<file path="config.mk">
export PLATFORM = sky130hd
export DESIGN_NAME = wb_master_port_flat
export DESIGN_NICKNAME = d
export VERILOG_FILES = /design/src/logic/cache_ifs.sv /design/src/logic/wb_master_port.sv /design/src/flat_wrapper.sv
export VERILOG_INCLUDE_DIRS = /design/src /design/src/logic
export SDC_FILE = /design/constraint.sdc
export NUM_CORES = 1
export LEC_CHECK = 0
export ABC_AREA = 1
export BUFFER_PORTS_ARGS = -buffer_cell sky130_fd_sc_hd__buf_2
export CORE_UTILIZATION = 39
export DETAILED_ROUTE_END_ITERATION = 16
export GPL_ROUTABILITY_DRIVEN = 0
export PLACE_DENSITY_LB_ADDON = 0.15
export SLEW_MARGIN = 20
export SYNTH_ARGS = -nofsm -noshare
export SYNTH_HDL_FRONTEND = slang
export SYNTH_SLANG_ARGS = --single-unit
</file>
<file path="constraint.sdc">
create_clock -name CPU_CLK -period 2.8 [get_ports CPU_CLK]
set_input_delay 0.14 -clock CPU_CLK [delete_from_list [all_inputs] [get_ports CPU_CLK]]
set_output_delay 0.14 -clock CPU_CLK [all_outputs]
set_load 0.02 [all_outputs]
</file>
<file path="src/logic/cache_consts.svh">
`ifndef CACHE_CONSTS_SVH
`define CACHE_CONSTS_SVH

// ---------------------------------------------------------------------------
// cache and translation buffer geometry
// ---------------------------------------------------------------------------

// one index width serves both the cache lines and the translation entries
`define CACHE_IDX_W 8
`define CACHE_LINES 256

// physical word address above the line index
`define CACHE_TAG_W 24

// virtual and physical page width
`define PAGE_W 16

`endif
</file>
<file path="src/logic/cache_ifs.sv">
`default_nettype none

`include "cache_consts.svh"


// ---------------------------------------------------------------------------
// single word request to the wishbone master
// ---------------------------------------------------------------------------
interface bus_req_if;
  logic        req;    // one cycle, only while the port is idle
  logic        we;
  logic [31:0] addr;
  logic [31:0] wdata;
  logic [31:0] rdata;  // valid with done
  logic        done;

  modport requester (
    output req, we, addr, wdata,
    input  rdata, done
  );

  modport port (
    input  req, we, addr, wdata,
    output rdata, done
  );
endinterface

`default_nettype wire

</file>
<file path="src/logic/wb_master_port.sv">
`default_nettype none

module wb_master_port (
  input  logic        CPU_CLK,
  input  logic        RST_CPU,
  bus_req_if.port     req,
  output logic        wb_cyc,
  output logic        wb_stb,
  output logic        wb_we,
  output logic [3:0]  wb_sel,
  output logic [31:0] wb_adr,
  output logic [31:0] wb_dat_o,
  input  logic [31:0] wb_dat_i,
  input  logic        wb_ack
);

  logic cyc_q;  // high while a cycle is in flight
  logic start;
  logic finish;

  assign start  = req.req && !cyc_q;
  assign finish = cyc_q && wb_ack;

  // ---------------------------------------------------------------------------
  // cycle control
  // ---------------------------------------------------------------------------
  always_ff @(posedge CPU_CLK)
  begin
    if (RST_CPU)
    begin
      cyc_q    <= 1'b0;
      wb_we    <= 1'b0;
      req.done <= 1'b0;
    end
    else
    begin
      req.done <= finish;
      if (start)
      begin
        cyc_q <= 1'b1;
        wb_we <= req.we;
      end
      else if (finish)
      begin
        cyc_q <= 1'b0;
        wb_we <= 1'b0;
      end
    end
  end

  // address and data held from request until ack
  always_ff @(posedge CPU_CLK)
  begin
    if (start)
    begin
      wb_adr   <= req.addr;
      wb_dat_o <= req.wdata;
    end
    if (finish)
      req.rdata <= wb_dat_i;  // returned with done
  end

  assign wb_cyc = cyc_q;
  assign wb_stb = cyc_q;
  assign wb_sel = 4'b1111;  // whole words only

endmodule

`default_nettype wire

</file>
<file path="src/flat_wrapper.sv">
// flat-port wrapper written by rule: the top's interface ports become plain ports
module wb_master_port_flat 
  (CPU_CLK, RST_CPU, wb_cyc, wb_stb, wb_we, wb_sel, wb_adr, wb_dat_o, wb_dat_i, wb_ack, req_req, req_we, req_addr, req_wdata, req_rdata, req_done);
  bus_req_if req_i ();
  input  logic CPU_CLK;
  input  logic RST_CPU;
  output logic wb_cyc;
  output logic wb_stb;
  output logic wb_we;
  output logic [3:0] wb_sel;
  output logic [31:0] wb_adr;
  output logic [31:0] wb_dat_o;
  input  logic [31:0] wb_dat_i;
  input  logic wb_ack;
  input wire logic [$bits(req_i.req)-1:0] req_req;
  input wire logic [$bits(req_i.we)-1:0] req_we;
  input wire logic [$bits(req_i.addr)-1:0] req_addr;
  input wire logic [$bits(req_i.wdata)-1:0] req_wdata;
  output wire logic [$bits(req_i.rdata)-1:0] req_rdata;
  output wire logic [$bits(req_i.done)-1:0] req_done;
  assign req_i.req = req_req;
  assign req_i.we = req_we;
  assign req_i.addr = req_addr;
  assign req_i.wdata = req_wdata;
  assign req_rdata = req_i.rdata;
  assign req_done = req_i.done;
  wb_master_port u_core (.CPU_CLK(CPU_CLK), .RST_CPU(RST_CPU), .req(req_i), .wb_cyc(wb_cyc), .wb_stb(wb_stb), .wb_we(wb_we), .wb_sel(wb_sel), .wb_adr(wb_adr), .wb_dat_o(wb_dat_o), .wb_dat_i(wb_dat_i), .wb_ack(wb_ack));
endmodule
</file>
# ---- Yosys cells after proc, flatten, opt, wreduce, memory -nomap -nowiden
# Cells that the tools add are included.
dict set report totals {
  regBits 99
  in_bits 101
  output_inout_bits 104
  word_cells 13
}
dict set report op_classes {
  n_mux 3
  n_reduce_logical 4
}
# op count
set ops {}
lappend ops {{$mux W1} 3}
lappend ops {{$logic_and A1 B1 Y1} 2}
lappend ops {{$reduce_bool A2 Y1} 1}
lappend ops {{$logic_not A1 Y1} 1}

# ---- Longest topological paths before layout
dict set report logic_depth {
  word_depth 3
  mapped_depth 4
  depth_no_buf 4
}

# ---- Worst setup path after synthesis
# OpenSTA, ideal clock, no wires.
dict set report synth_timing {
  path_kind {register -> register}
  from {register u_core.cyc_q (netlist: u_core.wb_cyc)}
  to {register u_core.wb_adr[0], enable pin}
  setup_ns 0.436
  arrival_ns 2.140
  t_required_ns 2.364
  setup_slack_ns 0.224
  stages_incl_launch_ff 2
  n_path_buf 0
  cell_sequence {dfxtp_1 nor2_2}
}
dict set report synth_via {
  elab_chain_len 2
}
# item line_no
set synth_lines {}
lappend synth_lines {{start: declaration} wb_master_port.sv:17} ;# logic cyc_q;
lappend synth_lines {{start signal: assignment} wb_master_port.sv:31} ;# cyc_q <= 1'b0;
lappend synth_lines {{start signal: assignment} wb_master_port.sv:40} ;# cyc_q <= 1'b1;
lappend synth_lines {{start signal: assignment} wb_master_port.sv:45} ;# cyc_q <= 1'b0;
lappend synth_lines {{$logic_not A1 Y1} wb_master_port.sv:21} ;# assign start = req.req && !cyc_q;
lappend synth_lines {{$logic_and A1 B1 Y1} wb_master_port.sv:21}
lappend synth_lines {{via u_core.start} wb_master_port.sv:18} ;# logic start;
lappend synth_lines {{end signal: assignment} wb_master_port.sv:56} ;# wb_adr <= req.addr;
lappend synth_lines {{end: declaration} wb_master_port.sv:11} ;# output logic [31:0] wb_adr,
# The timed path passes the listed nets, and every way through them passes these cells.
# A chain may end at the register's enable or synchronous reset.

# ---- Worst setup path in the final report
# Same ends and word-level chain as after synthesis.

==> qor.yml <==
period_share_pct: 55.9
die_area_sq_um: 8160
clk_pin_slew_ns: 0.09
cts-htree-levels: 3
slew_headroom_pct: 60.1
hold_path_class: "in -> reg"
syn_avg_cell_area_sq_um: 25.6
core_sq_um: 7410
fillCellCount: 471
path_max_fanout: 20
endpoint_kind: "flip-flop"
cts_sinks: 99
synth_cell_types: 12
hpwl_um: 4550
start_util_pct: 41.1
dr.pass1.iters: 4
first_iter_violations: 90
instances_no_fill: 532
wl_met1_um: 2870
fin_nets: 529
syn_inst: 119
ys_ff_latch: 99
dr_wl_met2_um: 3830
dp_cells: 419
drt-total-wl_um: 7670
met3WireLength_um: 759
setup_violations: 0
wire_per_inst_um: 14.4
vias_per_cell: 4.21
boundaryPins: 205
min_period_ns: 1.56
globalRouteTotalUtil_pct: 19.4
max_stage_delay_ns: 0.52
grt_pass1_wl_um: 11900
antenna_left: 0
grt_setup_unrepaired: "no"
clock_path_buffers: 2
leakage_nw: 2.27
path_cells: "nor2_4, buf_4"
holdBufCountCts: 97
grt_pass1_vias: 2455
synthesis.area_sq_um: 3040
ys_seq_area_share_pct: 96.7
clkLatencyLatePin_ns: 0.34
top_layer: "met4"
grt_max_degree: 33
cp.arrival_ns: 1.59
cp_data_required_time_ns: 2.83
status: "complete, no violations"
fmax_mhz: 639
die_w_um: 90.3
rows: 31
powerDensity_nw_per_um2: 546
cts_buffers: 9
portBuffers: 200
drv_cap: 0
area_growth_pct: 74.7
worstMarginPinSlew_ns: 0.597
post_cts_buffers: 0
drive_gt1_share_pct: 50.3
die_y_um: 90.3
slew_viol_final: 0
hold_viol_final: 0
clockRootBuffer: "clkbuf_8"
ys.warnings.count: 0
worstSetupPathType: "reg -> reg"
start_kind: "flip-flop"
skew_ns: 0.00822
via_count: 2240
ctsResizeCount: 0
finalSetupTns_ns: 0
slowest_stage: "nor2_4"
cts_tree: "done"
drc: 0
antenna_found_initial: 0
max-vdd-ir-drop_uv: 326
overflow: 0
num_antenna_cells: 0
[cells in the mapped netlist]
cell,number,area (sq um)
inv_2,1,3.75
a21oi_1,1,5.00
conb_1,1,3.75
buf_4,5,37.5
o21ai_0,1,5.00
nand2_1,2,7.51
edfxtp_1,96,2880
dfxtp_1,3,60.1
nor2_1,4,15.0
inv_1,3,11.3
nor2_2,1,6.26
nand3_1,1,5.00
[sequential cells by signal (all words and copies together) (netlist names)]
register and flops:
u_core.req.rdata 32, u_core.wb_adr 32, u_core.wb_dat_o 32, u_core.req.done 1, u_core.wb_cyc 1, u_core.wb_we 1
[layout make-up]
class                   instances  area, sq um  share of cell area, %
inverters                       4         15.0                  0.282
well taps                      99          124                   2.33
clock buffers                  12          135                   2.54
flip-flops and latches         99         2940                   55.4
clock inverters                 4         27.5                  0.518
multi-input cells              14         63.8                   1.20
repair buffers                300         2010                   37.8
[critical path: cells and delay by family (launching register included)]
family	cells	cell delay [ns]
buffers and inverters	1	0.35
AND/OR/NAND/NOR	1	0.52
flip-flops	1	0.39
[through the flow]
step	power (mW)	instance area (sq um)	setup WS, ns	hold WS (ns)	utilization, %
global placement	2.06	4180	1.28	0.316	56.4
detailed placement	2.06	4180	1.22	0.318	56.4
CTS	2.93	5320	1.21	0.0600	71.7
global route	3.01	5320	1.11	0.0936	71.7
floorplan	1.92	3050	0.224	0.212	-
finish	2.90	5320	1.24	0.0735	71.7
[per-layer routing]
| layer | track usage (%) | up-vias |
|---|---|---|
| li1 | - | 1065 |
| met1 | 21.2 | 1005 |
| met2 | 34.2 | 151 |
| met3 | 6.82 | 19 |
| met4 | 8.33 | 0 |
| met5 | 0 | - |
[power by group]
group / switching, mW / internal (mW) / total [mW] / leakage [nW]
combinational: 0.210 / 0.194 / 0.404 / 1.27
clock: 0.440 / 0.323 / 0.763 / 0.0726
sequential: 0.0195 / 1.72 / 1.74 / 0.932
[final timing paths]
kind	start	cells past startpoint	slack, ns	to
min reg2reg	u_core.wb_we	2	0.48	u_core.wb_we
max reg2reg	u_core.wb_cyc	2	1.24	u_core.wb_adr[0]
min	req_req	3	0.07	u_core.wb_cyc
max	u_core.wb_cyc	2	1.24	u_core.wb_adr[0]
[placed cells by master, fill, tap and decap left out]
cell type	netlist	final
buf_2	0	200
dlygate4sd3_1	0	97
edfxtp_1	96	96
clkbuf_8	0	9
nor2_1	4	4
conb_1	1	4
inv_1	3	3
clkbuf_1	0	3
clkinvlp_4	0	3
dfxtp_1	3	3
nand2_1	2	2
buf_4	5	2
nor2_4	0	1
o21ai_0	1	1
a21oi_1	1	1
inv_2	1	1
nand3_1	1	1
clkinv_2	0	1
buf_12	0	1
[cell families after synthesis]
group	synth area share, %
flip-flops	96.7
AND/OR/NAND/NOR	1.11
buffers and inverters	1.73
other	0.123
AO/OA/AOI/OAI	0.329
No activity file was read; power rests on OpenSTA's default activity.
